$ cat src/verilog/sys_pkg.sv
`default_nettype none

package sys_pkg;

  // ******************************
  // widths
  // ******************************
  typedef logic [31:0] xlen_t;
  typedef logic [4:0]  reg_addr_t;
  typedef logic [11:0] csr_addr_t;
  typedef logic [2:0]  sys_op_t;

  localparam sys_op_t OP_NOP   = 3'd0;
  localparam sys_op_t OP_ADDI  = 3'd1;
  localparam sys_op_t OP_CSRRW = 3'd2;
  localparam sys_op_t OP_CSRRS = 3'd3;
  localparam sys_op_t OP_ECALL = 3'd4;
  localparam sys_op_t OP_MRET  = 3'd5;

  // ******************************
  // machine csrs
  // ******************************
  localparam csr_addr_t CSR_MSTATUS   = 12'h300;
  localparam csr_addr_t CSR_MTVEC     = 12'h305;
  localparam csr_addr_t CSR_MEPC      = 12'h341;
  localparam csr_addr_t CSR_MCAUSE    = 12'h342;
  localparam csr_addr_t CSR_MVENDORID = 12'hf11;
  localparam csr_addr_t CSR_MARCHID   = 12'hf12;

  localparam xlen_t MCAUSE_ECALL_M = 32'd11; // environment call from m-mode.
  localparam int    MSTATUS_MIE    = 3;
  localparam int    MSTATUS_MPIE   = 7;

  typedef struct packed {
    sys_op_t   op;
    csr_addr_t addr;
    xlen_t     wdata;  // rs1 value for the csr forms.
    xlen_t     pc;     // pc of the instruction, saved into mepc on ecall.
  } csr_req_t;

  typedef struct packed {
    xlen_t     pc;
    logic      rd_we;
    reg_addr_t rd;
    xlen_t     rd_wdata;
    xlen_t     next_pc;
  } retire_t;

endpackage

`default_nettype wire

$ cat src/verilog/reg_file.sv
`timescale 1ns/1ps
`default_nettype none

module reg_file (
  input  wire logic          clk_i,
  input  wire logic          reset_i,
  input  wire logic          we_i,
  input  sys_pkg::reg_addr_t waddr_i,
  input  sys_pkg::reg_addr_t raddr_i,
  input  sys_pkg::xlen_t     wdata_i,
  output sys_pkg::xlen_t     rdata_o
);

  sys_pkg::xlen_t regs_q [1:31];

  always_ff @(posedge clk_i) begin
    if (reset_i) begin
      for (int i = 1; i < 32; i++) begin
        regs_q[i] <= '0;
      end
    end else if (we_i && waddr_i != '0) begin
      regs_q[waddr_i] <= wdata_i;
    end
  end

  // a write on this edge is seen by the next instruction through the array itself.
  assign rdata_o = (raddr_i == '0) ? '0 : regs_q[raddr_i];

endmodule

`default_nettype wire

$ cat src/verilog/csr_file.sv
`timescale 1ns/1ps
`default_nettype none

module csr_file #(
  parameter sys_pkg::xlen_t VENDOR_ID = 32'h7973_7978,
  parameter sys_pkg::xlen_t ARCH_ID   = 32'h0150_9be8
) (
  input  wire logic         clk_i,
  input  wire logic         reset_i,
  input  wire logic         we_i,
  input  sys_pkg::csr_req_t req_i,
  output sys_pkg::xlen_t    rdata_o,
  output sys_pkg::xlen_t    trap_pc_o
);

  sys_pkg::xlen_t mstatus_q;
  sys_pkg::xlen_t mtvec_q;
  sys_pkg::xlen_t mepc_q;
  sys_pkg::xlen_t mcause_q;
  sys_pkg::xlen_t csr_old;
  sys_pkg::xlen_t csr_new;

  // ******************************
  // read mux
  // ******************************
  always_comb begin
    case (req_i.addr)
      sys_pkg::CSR_MSTATUS:   csr_old = mstatus_q;
      sys_pkg::CSR_MTVEC:     csr_old = mtvec_q;
      sys_pkg::CSR_MEPC:      csr_old = mepc_q;
      sys_pkg::CSR_MCAUSE:    csr_old = mcause_q;
      sys_pkg::CSR_MVENDORID: csr_old = VENDOR_ID;
      sys_pkg::CSR_MARCHID:   csr_old = ARCH_ID;
      default:                csr_old = '0;  // unknown csrs read as zero.
    endcase
  end

  assign rdata_o = csr_old;
  assign csr_new = (req_i.op == sys_pkg::OP_CSRRS) ? (csr_old | req_i.wdata) : req_i.wdata;

  // Trap vector is word aligned; the mode bits of mtvec are ignored.
  assign trap_pc_o = (req_i.op == sys_pkg::OP_MRET) ? mepc_q : {mtvec_q[31:2], 2'b00};

  // ******************************
  // updates
  // ******************************
  always_ff @(posedge clk_i) begin
    if (reset_i) begin
      mstatus_q <= '0;
      mtvec_q   <= '0;
      mepc_q    <= '0;
      mcause_q  <= '0;
    end else if (we_i) begin
      case (req_i.op)
        sys_pkg::OP_CSRRW,
        sys_pkg::OP_CSRRS: begin
          case (req_i.addr)
            sys_pkg::CSR_MSTATUS: mstatus_q <= csr_new;
            sys_pkg::CSR_MTVEC:   mtvec_q   <= csr_new;
            sys_pkg::CSR_MEPC:    mepc_q    <= csr_new;
            sys_pkg::CSR_MCAUSE:  mcause_q  <= csr_new;
            default: ;  // read-only and unknown csrs drop the write.
          endcase
        end
        sys_pkg::OP_ECALL: begin
          mepc_q                         <= req_i.pc;
          mcause_q                       <= sys_pkg::MCAUSE_ECALL_M;
          mstatus_q[sys_pkg::MSTATUS_MPIE] <= mstatus_q[sys_pkg::MSTATUS_MIE];
          mstatus_q[sys_pkg::MSTATUS_MIE]  <= 1'b0;
        end
        sys_pkg::OP_MRET: begin
          mstatus_q[sys_pkg::MSTATUS_MIE]  <= mstatus_q[sys_pkg::MSTATUS_MPIE];
          mstatus_q[sys_pkg::MSTATUS_MPIE] <= 1'b1;
        end
        default: ;
      endcase
    end
  end

endmodule

`default_nettype wire

$ cat src/verilog/pc_unit.sv
`timescale 1ns/1ps
`default_nettype none

module pc_unit #(
  parameter sys_pkg::xlen_t RESET_PC = '0
) (
  input  wire logic      clk_i,
  input  wire logic      reset_i,
  input  wire logic      we_i,
  input  sys_pkg::xlen_t next_pc_i,
  output sys_pkg::xlen_t pc_o
);

  sys_pkg::xlen_t pc_q;

  always_ff @(posedge clk_i) begin
    if (reset_i) begin
      pc_q <= {RESET_PC[31:2], 2'b00};
    end else if (we_i) begin
      pc_q <= {next_pc_i[31:2], 2'b00};  // keeps the pc word aligned.
    end
  end

  assign pc_o = pc_q;

endmodule

`default_nettype wire

$ cat src/verilog/sys_control.sv
`timescale 1ns/1ps
`default_nettype none

module sys_control (
  input  wire logic              clk_i,
  input  wire logic              reset_i,
  input  wire logic              instr_valid_i,
  input  sys_pkg::xlen_t         instr_i,
  output sys_pkg::reg_addr_t     rs1_addr_o,
  input  sys_pkg::xlen_t         rs1_data_i,
  output logic                   rd_we_o,
  output sys_pkg::reg_addr_t     rd_addr_o,
  output sys_pkg::xlen_t         rd_wdata_o,
  output sys_pkg::csr_req_t      csr_req_o,
  output logic                   csr_we_o,
  input  sys_pkg::xlen_t         csr_rdata_i,
  input  sys_pkg::xlen_t         trap_pc_i,
  input  sys_pkg::xlen_t         pc_i,
  output logic                   pc_we_o,
  output sys_pkg::xlen_t         next_pc_o,
  output logic                   retire_valid_o,
  output sys_pkg::retire_t       retire_o
);

  localparam logic [6:0] OPC_OP_IMM = 7'b0010011;
  localparam logic [6:0] OPC_SYSTEM = 7'b1110011;

  logic [6:0]       opcode;
  logic [2:0]       funct3;
  logic [11:0]      imm12;
  sys_pkg::xlen_t   imm_sext;
  sys_pkg::sys_op_t op;
  logic             is_csr;
  logic             is_trap;
  logic             retire_valid_q;
  sys_pkg::retire_t retire_q;

  assign opcode   = instr_i[6:0];
  assign funct3   = instr_i[14:12];
  assign imm12    = instr_i[31:20];
  assign imm_sext = {{20{imm12[11]}}, imm12};

  // ******************************
  // decode
  // ******************************
  always_comb begin
    op = sys_pkg::OP_NOP;
    if (opcode == OPC_OP_IMM && funct3 == 3'd0) begin
      op = sys_pkg::OP_ADDI;
    end else if (opcode == OPC_SYSTEM) begin
      case (funct3)
        3'd1: op = sys_pkg::OP_CSRRW;
        3'd2: op = sys_pkg::OP_CSRRS;
        3'd0: begin
          if (imm12 == 12'h000) begin
            op = sys_pkg::OP_ECALL;
          end else if (imm12 == 12'h302) begin
            op = sys_pkg::OP_MRET;
          end
        end
        default: op = sys_pkg::OP_NOP;
      endcase
    end
  end

  assign is_csr  = (op == sys_pkg::OP_CSRRW) || (op == sys_pkg::OP_CSRRS);
  assign is_trap = (op == sys_pkg::OP_ECALL) || (op == sys_pkg::OP_MRET);

  assign rs1_addr_o = instr_i[19:15];
  assign rd_addr_o  = instr_i[11:7];
  assign rd_we_o    = instr_valid_i && (is_csr || op == sys_pkg::OP_ADDI)
                      && (rd_addr_o != '0); // x0 is never written.
  assign rd_wdata_o = is_csr ? csr_rdata_i : rs1_data_i + imm_sext;

  assign csr_req_o = '{op: op, addr: imm12, wdata: rs1_data_i, pc: pc_i};
  assign csr_we_o  = instr_valid_i && (is_csr || is_trap);

  assign pc_we_o   = instr_valid_i;
  assign next_pc_o = is_trap ? trap_pc_i : pc_i + 32'd4;

  // ******************************
  // retire
  // ******************************
  always_ff @(posedge clk_i) begin
    if (reset_i) begin
      retire_valid_q <= 1'b0;
    end else begin
      retire_valid_q <= instr_valid_i;
    end
  end

  always_ff @(posedge clk_i) begin
    if (instr_valid_i) begin
      retire_q.pc       <= pc_i;
      retire_q.rd_we    <= rd_we_o;
      retire_q.rd       <= rd_we_o ? rd_addr_o : '0;  // no write shows as rd 0 and data 0.
      retire_q.rd_wdata <= rd_we_o ? rd_wdata_o : '0;
      retire_q.next_pc  <= next_pc_o;
    end
  end

  assign retire_valid_o = retire_valid_q;
  assign retire_o       = retire_q;

endmodule

`default_nettype wire

$ cat src/verilog/sys_core.sv
`timescale 1ns/1ps
`default_nettype none

module sys_core #(
  parameter sys_pkg::xlen_t RESET_PC  = '0,
  parameter sys_pkg::xlen_t VENDOR_ID = 32'h7973_7978,
  parameter sys_pkg::xlen_t ARCH_ID   = 32'h0150_9be8
) (
  input  wire logic        clk_i,
  input  wire logic        reset_i,
  input  wire logic        instr_valid_i,
  input  sys_pkg::xlen_t   instr_i,
  output logic             retire_valid_o,
  output sys_pkg::retire_t retire_o,
  output sys_pkg::xlen_t   pc_o
);

  sys_pkg::reg_addr_t rs1_addr;
  sys_pkg::xlen_t     rs1_data;
  logic               rd_we;
  sys_pkg::reg_addr_t rd_addr;
  sys_pkg::xlen_t     rd_wdata;
  sys_pkg::csr_req_t  csr_req;
  logic               csr_we;
  sys_pkg::xlen_t     csr_rdata;
  sys_pkg::xlen_t     trap_pc;
  sys_pkg::xlen_t     pc;
  logic               pc_we;
  sys_pkg::xlen_t     next_pc;

  // ******************************
  // control
  // ******************************
  sys_control i_control (
    .clk_i          (clk_i),
    .reset_i        (reset_i),
    .instr_valid_i  (instr_valid_i),
    .instr_i        (instr_i),
    .rs1_addr_o     (rs1_addr),
    .rs1_data_i     (rs1_data),
    .rd_we_o        (rd_we),
    .rd_addr_o      (rd_addr),
    .rd_wdata_o     (rd_wdata),
    .csr_req_o      (csr_req),
    .csr_we_o       (csr_we),
    .csr_rdata_i    (csr_rdata),
    .trap_pc_i      (trap_pc),
    .pc_i           (pc),
    .pc_we_o        (pc_we),
    .next_pc_o      (next_pc),
    .retire_valid_o (retire_valid_o),
    .retire_o       (retire_o)
  );

  // ******************************
  // state
  // ******************************
  reg_file i_reg_file (
    .clk_i   (clk_i),
    .reset_i (reset_i),
    .we_i    (rd_we),
    .waddr_i (rd_addr),
    .raddr_i (rs1_addr),
    .wdata_i (rd_wdata),
    .rdata_o (rs1_data)
  );

  csr_file #(
    .VENDOR_ID (VENDOR_ID),
    .ARCH_ID   (ARCH_ID)
  ) i_csr_file (
    .clk_i     (clk_i),
    .reset_i   (reset_i),
    .we_i      (csr_we),
    .req_i     (csr_req),
    .rdata_o   (csr_rdata),
    .trap_pc_o (trap_pc)
  );

  pc_unit #(
    .RESET_PC (RESET_PC)
  ) i_pc_unit (
    .clk_i     (clk_i),
    .reset_i   (reset_i),
    .we_i      (pc_we),
    .next_pc_i (next_pc),
    .pc_o      (pc)
  );

  assign pc_o = pc;

endmodule

`default_nettype wire

$ cat config.mk
export PLATFORM = sky130hd
export DESIGN_NAME = sys_core
export DESIGN_NICKNAME = d
export VERILOG_FILES = /design/src/verilog/sys_pkg.sv /design/src/verilog/reg_file.sv /design/src/verilog/csr_file.sv /design/src/verilog/pc_unit.sv /design/src/verilog/sys_control.sv /design/src/verilog/sys_core.sv
export SDC_FILE = /design/constraint.sdc
export NUM_CORES = 2
export LEC_CHECK = 0
export BUFFER_PORTS_ARGS = -buffer_cell sky130_fd_sc_hd__clkbuf_2
export CORE_MARGIN = 2
export CORE_UTILIZATION = 37
export DETAILED_ROUTE_END_ITERATION = 12
export HOLD_SLACK_MARGIN = 0.06
export PLACE_DENSITY = 0.63
export SLEW_MARGIN = 20
export SYNTH_ARGS = -nofsm -noshare
export SYNTH_HDL_FRONTEND = slang
export SYNTH_SLANG_ARGS = --single-unit
$ cat constraint.sdc
create_clock -name clk_i -period 16 [get_ports clk_i]
set_clock_uncertainty 0.15 [all_clocks]
set_input_delay 2.4 -clock clk_i [delete_from_list [all_inputs] [get_ports clk_i]]
set_output_delay 2.4 -clock clk_i [all_outputs]
set_load 0.01 [all_outputs]
; ---- Yosys cells after proc, flatten, opt, wreduce, memory -nomap -nowiden
; Memories as Yosys holds them, arrays and structs flattened.
; Index checks and enable logic that the tools add are counted.
[word_totals]
word_cells = 83
memories = 1
ram_bits = 992
reg_bits = 259
in_bits = 35
[mem_list]
columns = name, depth, width, rd, rd_clocked_by_memory_dff, wr, line_no
row1 = i_reg_file.regs_q, 31, 32, 1, 0, 31, reg_file.sv:14  ; sys_pkg::xlen_t regs_q [1:31];
[op_classes]
n_reduce_logical = 22
bitwise = 1
eq_ne = 19
mux = 26
add_sub_neg = 2
[ops]
columns = cell, n
row1 = $mux 32, 8
row2 = $pmux 32 s6, 1
row3 = $pmux 32 s2, 2
row4 = $eq 12x10->1 const B, 5
row5 = $add 32x3->32 const B, 1
row6 = $add 32x32->32, 1
row7 = $or 32x32->32, 1
row8 = $reduce_or 32->1, 1
row9 = $eq 12x12->1 const B, 2
row10 = $reduce_and 3->1, 5
row11 = $logic_not 12->1, 1
row12 = $mux 3, 4
row13 = $eq 3x2->1 const B, 3
row14 = $pmux 3 s3, 1
row15 = $mux 8, 1
row16 = $eq 7x5->1 const B, 1
row17 = $eq 7x7->1 const B, 1
row18 = $eq 3x1->1 const B, 2
row19 = $eq 3x3->1 const B, 2
row20 = $mux 1, 6
row21 = $ne 2x2->1 const B, 3
row22 = $pmux 1 s3, 2
row23 = $logic_and 1x1->1, 5
row24 = $logic_not 5->1, 1
row25 = 7 further kinds, 10

; ---- Depth between registers and ports, before layout
[depth]
depth_word = 17
mapped_depth = 21

; ---- By module
; From an unflattened synthesis, not the netlist that was laid out.
[unflattened]
hier_cells = 4645
area_unflattened_um2 = 61722.9
[modules_own_cells]
columns = mod, seq_area_each_um2, area_per_inst_um2, n_inst, cells_per_inst
row1 = reg_file, 30749.5, 46480.8, 1, 2951
row2 = sys_control, 3083.0, 7216.9, 1, 758
row3 = csr_file, 2562.5, 6910.4, 1, 836
row4 = pc_unit, 600.6, 1114.8, 1, 100

; ---- Least setup slack after synthesis
; Ideal clock, no wire load.
[synth_path]
path_kind = input to register
startpoint = input instr_i[15]
endpoint = memory i_reg_file.regs_q[10][16] in the netlist's numbering (data pin)
setup_ps = 266
cell_stages = 20
arrival_time_ps = 6521
path_slack_ps = 9064
path_cell_list = buf_4 buf_4 buf_4 buf_4 mux4_2 mux4_2 nand2_1 o21ai_0 ha_1 inv_1 fa_1 nor2b_1 o2111ai_1 a21oi_1 o21a_1 o41a_1 xor2_1 mux2i_1 clkbuf_1 nor2_1
[synth_rtl]
columns = element, line_no
row1 = "start, declared", sys_core.sv:12  ; input sys_pkg::xlen_t instr_i,
row2 = "end, declared", reg_file.sv:14

==> run_summary.xml <==
<?xml version="1.0" encoding="UTF-8"?>
<metrics>
  <group name="synth">
    <metric name="netlist_instances" unit="">4315</metric>
    <metric name="async_flop_share" unit="%">0</metric>
    <metric name="yosysSeqAreaShare" unit="%">64.5</metric>
    <metric name="syn_area_per_cell" unit="sq um">13.3</metric>
    <metric name="synth_edf_count" unit="">1124</metric>
    <metric name="ys_ff_latch" unit="">1283</metric>
    <metric name="synth.cell_area" unit="sq mm">0.0572</metric>
    <metric name="dominant_register_cell_in_the_synthesized_netlist" unit="">edfxtp_1</metric>
    <metric name="synth.yosys.warnings" unit="">0</metric>
    <metric name="synth_cell_type_count" unit="">73</metric>
  </group>
  <group name="finish">
    <metric name="mostFrequentLayoutCell" unit="">nor2_1</metric>
    <metric name="layout-drive-gt1-share" unit="%">19.6</metric>
    <metric name="final_area" unit="sq mm">0.0647</metric>
    <metric name="fillCellCount" unit="">13997</metric>
    <metric name="final_cell_count_no_fill" unit="">6540</metric>
    <metric name="insertedDiodeCount" unit="">0</metric>
    <metric name="area_growth" unit="%">13.0</metric>
    <metric name="fin_nets" unit="">4461</metric>
    <metric name="final_cell_mix" unit="">nor2_1 (1183), edfxtp_1 (1124), mux4_2 (317)</metric>
  </group>
  <group name="critical_path">
    <metric name="worstPathArrival" unit="ns">9.10</metric>
    <metric name="cp_slowest_stage_delay" unit="ns">0.85</metric>
    <metric name="crit_slowest_cell" unit="">buf_4</metric>
    <metric name="critical_path.endpoint_type" unit="">register</metric>
    <metric name="cp_max_fo" unit="">62</metric>
    <metric name="timing.critical_path.required" unit="ns">16.33</metric>
    <metric name="critPathLaunchType" unit="">input port</metric>
    <metric name="cp_cell_sequence" unit="">buf_8, buf_4, buf_4, mux4_2, mux4_2, nand2_1, o21ai_0, ha_1, and3_1, and4_1, nand3_1, a2111oi_0, nor2_1, xnor2_1, mux2i_4, nor2_1</metric>
    <metric name="criticalPathCategory" unit="">in -&gt; reg</metric>
    <metric name="r2r_setup_slk" unit="ns">10.52</metric>
  </group>
  <group name="place">
    <metric name="place.detailed.hpwl" unit="um">96700</metric>
    <metric name="port_buffers" unit="">165</metric>
    <metric name="placed_cells_incl_taps" unit="">6296</metric>
    <metric name="total_cell_area_at_the_placement_stage" unit="sq mm">0.0604</metric>
    <metric name="globalplace.congestion" unit="">0.857</metric>
  </group>
  <group name="clocking">
    <metric name="worst_skew_pair.late_latency" unit="ns">0.77</metric>
    <metric name="postCtsSetupRepairBufs" unit="">0</metric>
    <metric name="htreeDepth" unit="">4</metric>
    <metric name="root_buffer" unit="">clkbuf_16</metric>
    <metric name="cts_tree" unit="">yes</metric>
    <metric name="max-clock-path-buffers" unit="">3</metric>
    <metric name="cts.sink_count" unit="">1283</metric>
    <metric name="clk_pin_slew" unit="ns">0.06</metric>
    <metric name="cts_buffers" unit="">133</metric>
    <metric name="holdBufCountCts" unit="">0</metric>
    <metric name="post_cts_resize_count" unit="">0</metric>
  </group>
  <group name="sta">
    <metric name="final_hold_viol_count" unit="">0</metric>
    <metric name="report.final.setup_viol" unit="">0</metric>
    <metric name="unrepaired_setup_endpoints_after_global_routing" unit="">no</metric>
    <metric name="fin_tns_setup" unit="ns">0</metric>
    <metric name="max_freq" unit="GHz">0.114</metric>
    <metric name="final_max_slew_viol_count" unit="">0</metric>
    <metric name="hold-worst-slack" unit="ns">0.306</metric>
    <metric name="period_minus_slack" unit="ns">8.76</metric>
    <metric name="max_slew_margin" unit="%">24.8</metric>
    <metric name="worst_slew_pin_slew" unit="ns">1.12</metric>
    <metric name="finalCritPeriodShare" unit="%">54.8</metric>
  </group>
  <group name="floorplan">
    <metric name="die_area" unit="sq mm">0.158</metric>
    <metric name="chipHeight" unit="um">397</metric>
    <metric name="rows" unit="">144</metric>
    <metric name="core_region_area" unit="sq mm">0.154</metric>
    <metric name="num_io_pins" unit="">170</metric>
    <metric name="dieWidth" unit="um">397</metric>
    <metric name="initial_core_utilization" unit="%">37.2</metric>
  </group>
  <group name="worst_hold_path">
    <metric name="worstHoldPathType" unit="">reg -&gt; reg</metric>
  </group>
  <group name="grt">
    <metric name="grt_max_degree" unit="">75</metric>
    <metric name="grt_usage" unit="%">21.2</metric>
    <metric name="first_global_vias" unit="">36243</metric>
    <metric name="total_overflow_reported_by_the_global_router" unit="">0</metric>
    <metric name="grt_antenna_before_repair" unit="">4</metric>
    <metric name="grt_first_pass_wirelength" unit="um">247000</metric>
  </group>
  <group name="routing">
    <metric name="routed-wl-met3" unit="um">19700</metric>
    <metric name="drc_errors" unit="">0</metric>
    <metric name="avgViaCountPerCell" unit="">5.73</metric>
    <metric name="drc_marker_count_from_the_first_detailed_route_iteration" unit="">5326</metric>
    <metric name="detail_route.wirelength.met1" unit="um">67200</metric>
    <metric name="wirelength" unit="um">169000</metric>
    <metric name="via_count" unit="">37448</metric>
    <metric name="routed.top_layer" unit="">met4</metric>
    <metric name="first_pass_iters" unit="">6</metric>
    <metric name="ant_nets" unit="">0</metric>
    <metric name="detailroute.wirelength.met2" unit="um">78000</metric>
    <metric name="avgRoutedWirePerCell" unit="um">25.9</metric>
  </group>
  <group name="pwr">
    <metric name="power_leakage" unit="nW">24.2</metric>
    <metric name="worst_ir_drop_vdd" unit="uV">116</metric>
    <metric name="power_density_over_cell_area" unit="mW/mm^2">120</metric>
  </group>
  <group name="outcome">
    <metric name="run_status" unit="">completed</metric>
  </group>
  <group name="run">
    <metric name="drv_cap" unit="">0</metric>
  </group>
</metrics>
[synth_stat cells, types with 22 or more instances]
master	instances	area (sq um)
nand4_1	22	138
ha_1	32	400
a21oi_1	177	886
o21ai_0	109	546
a211oi_1	38	285
clkbuf_1	273	1020
mux4_2	317	7140
inv_1	83	312
dfxtp_1	159	3180
mux2i_1	67	671
a211o_1	30	263
nor2_1	1185	4450
xnor2_1	30	263
edfxtp_1	1124	33800
a21o_1	30	225
nand3_1	28	140
buf_2	73	365
nand2_1	260	976
[metrics by stage]
step                      setup WS, ns  util, %  total power, mW
final                             7.24     42.0             7.77
after global routing              6.70     42.0             8.01
after CTS                         7.22     41.9             7.76
after detailed placement          6.43     39.3             4.83
after global placement            6.44     39.3             4.82
after floorplan                   9.06        -             4.46
[sequential cells by signal, indices dropped and copies added (netlist names)]
name                      count
i_control.retire_o          100
i_reg_file.regs_q          1024
i_csr_file.mtvec_q           32
i_control.retire_valid_o      1
i_csr_file.mcause_q          32
i_pc_unit.pc_o               30
i_csr_file.mepc_q            32
i_csr_file.mstatus_q         32
[final timing paths]
path | startpoint | endpoint | cells past startpoint
max reg2reg | i_reg_file.regs_q[27][1] | i_reg_file.regs_q[28][31] | 13
min | i_pc_unit.pc_o[31] | i_control.retire_o[101] | 0
min reg2reg | i_pc_unit.pc_o[31] | i_control.retire_o[101] | 0
max | instr_i[15] | i_reg_file.regs_q[28][31] | 16
[layer usage]
metal | GRT usage [%] | vias up
met5 | 0 | -
met4 | 5.89 | 0
met3 | 4.66 | 295
met2 | 33.2 | 2329
met1 | 29.9 | 18950
li1 | - | 15874
[critical path: cells and delay by family]
family / cells / cell delay, ns
compound gates: 2 / 0.54
fa+ha+maj: 1 / 0.49
simple gates: 6 / 1.08
mux: 3 / 1.93
buf+inv: 3 / 2.20
xor+xnor: 1 / 0.18
[cell type report]
cell class	instances	area [sq um]	share of cell area (%)
multi-input cells	2610	18900	29.3
repair buffers	282	1840	2.84
flip-flops and latches	1283	36900	57.1
clock inverters	70	507	0.784
clock buffers	168	3580	5.53
inverters	83	312	0.482
well taps	2044	2560	3.96
[logic make-up (layout without fill, tap and decap cells)]
family | count (synthesis) | count (layout) | synth area share, %
compound gates | 474 | 474 | 5.14
xor+xnor | 51 | 51 | 0.781
fa+ha+maj | 33 | 33 | 0.735
buf+inv | 457 | 603 | 3.31
flops | 1283 | 1283 | 64.5
mux | 389 | 389 | 13.7
other cells | 1 | 36 | 0.00655
simple gates | 1627 | 1627 | 11.7
[where the power goes]
part           internal [mW]  switching, mW
Sequential              3.75         0.0310
Combinational          0.287          0.739
Clock                   1.65           1.31
Total                   5.69           2.08
Power figures use the tool's default switching activity.
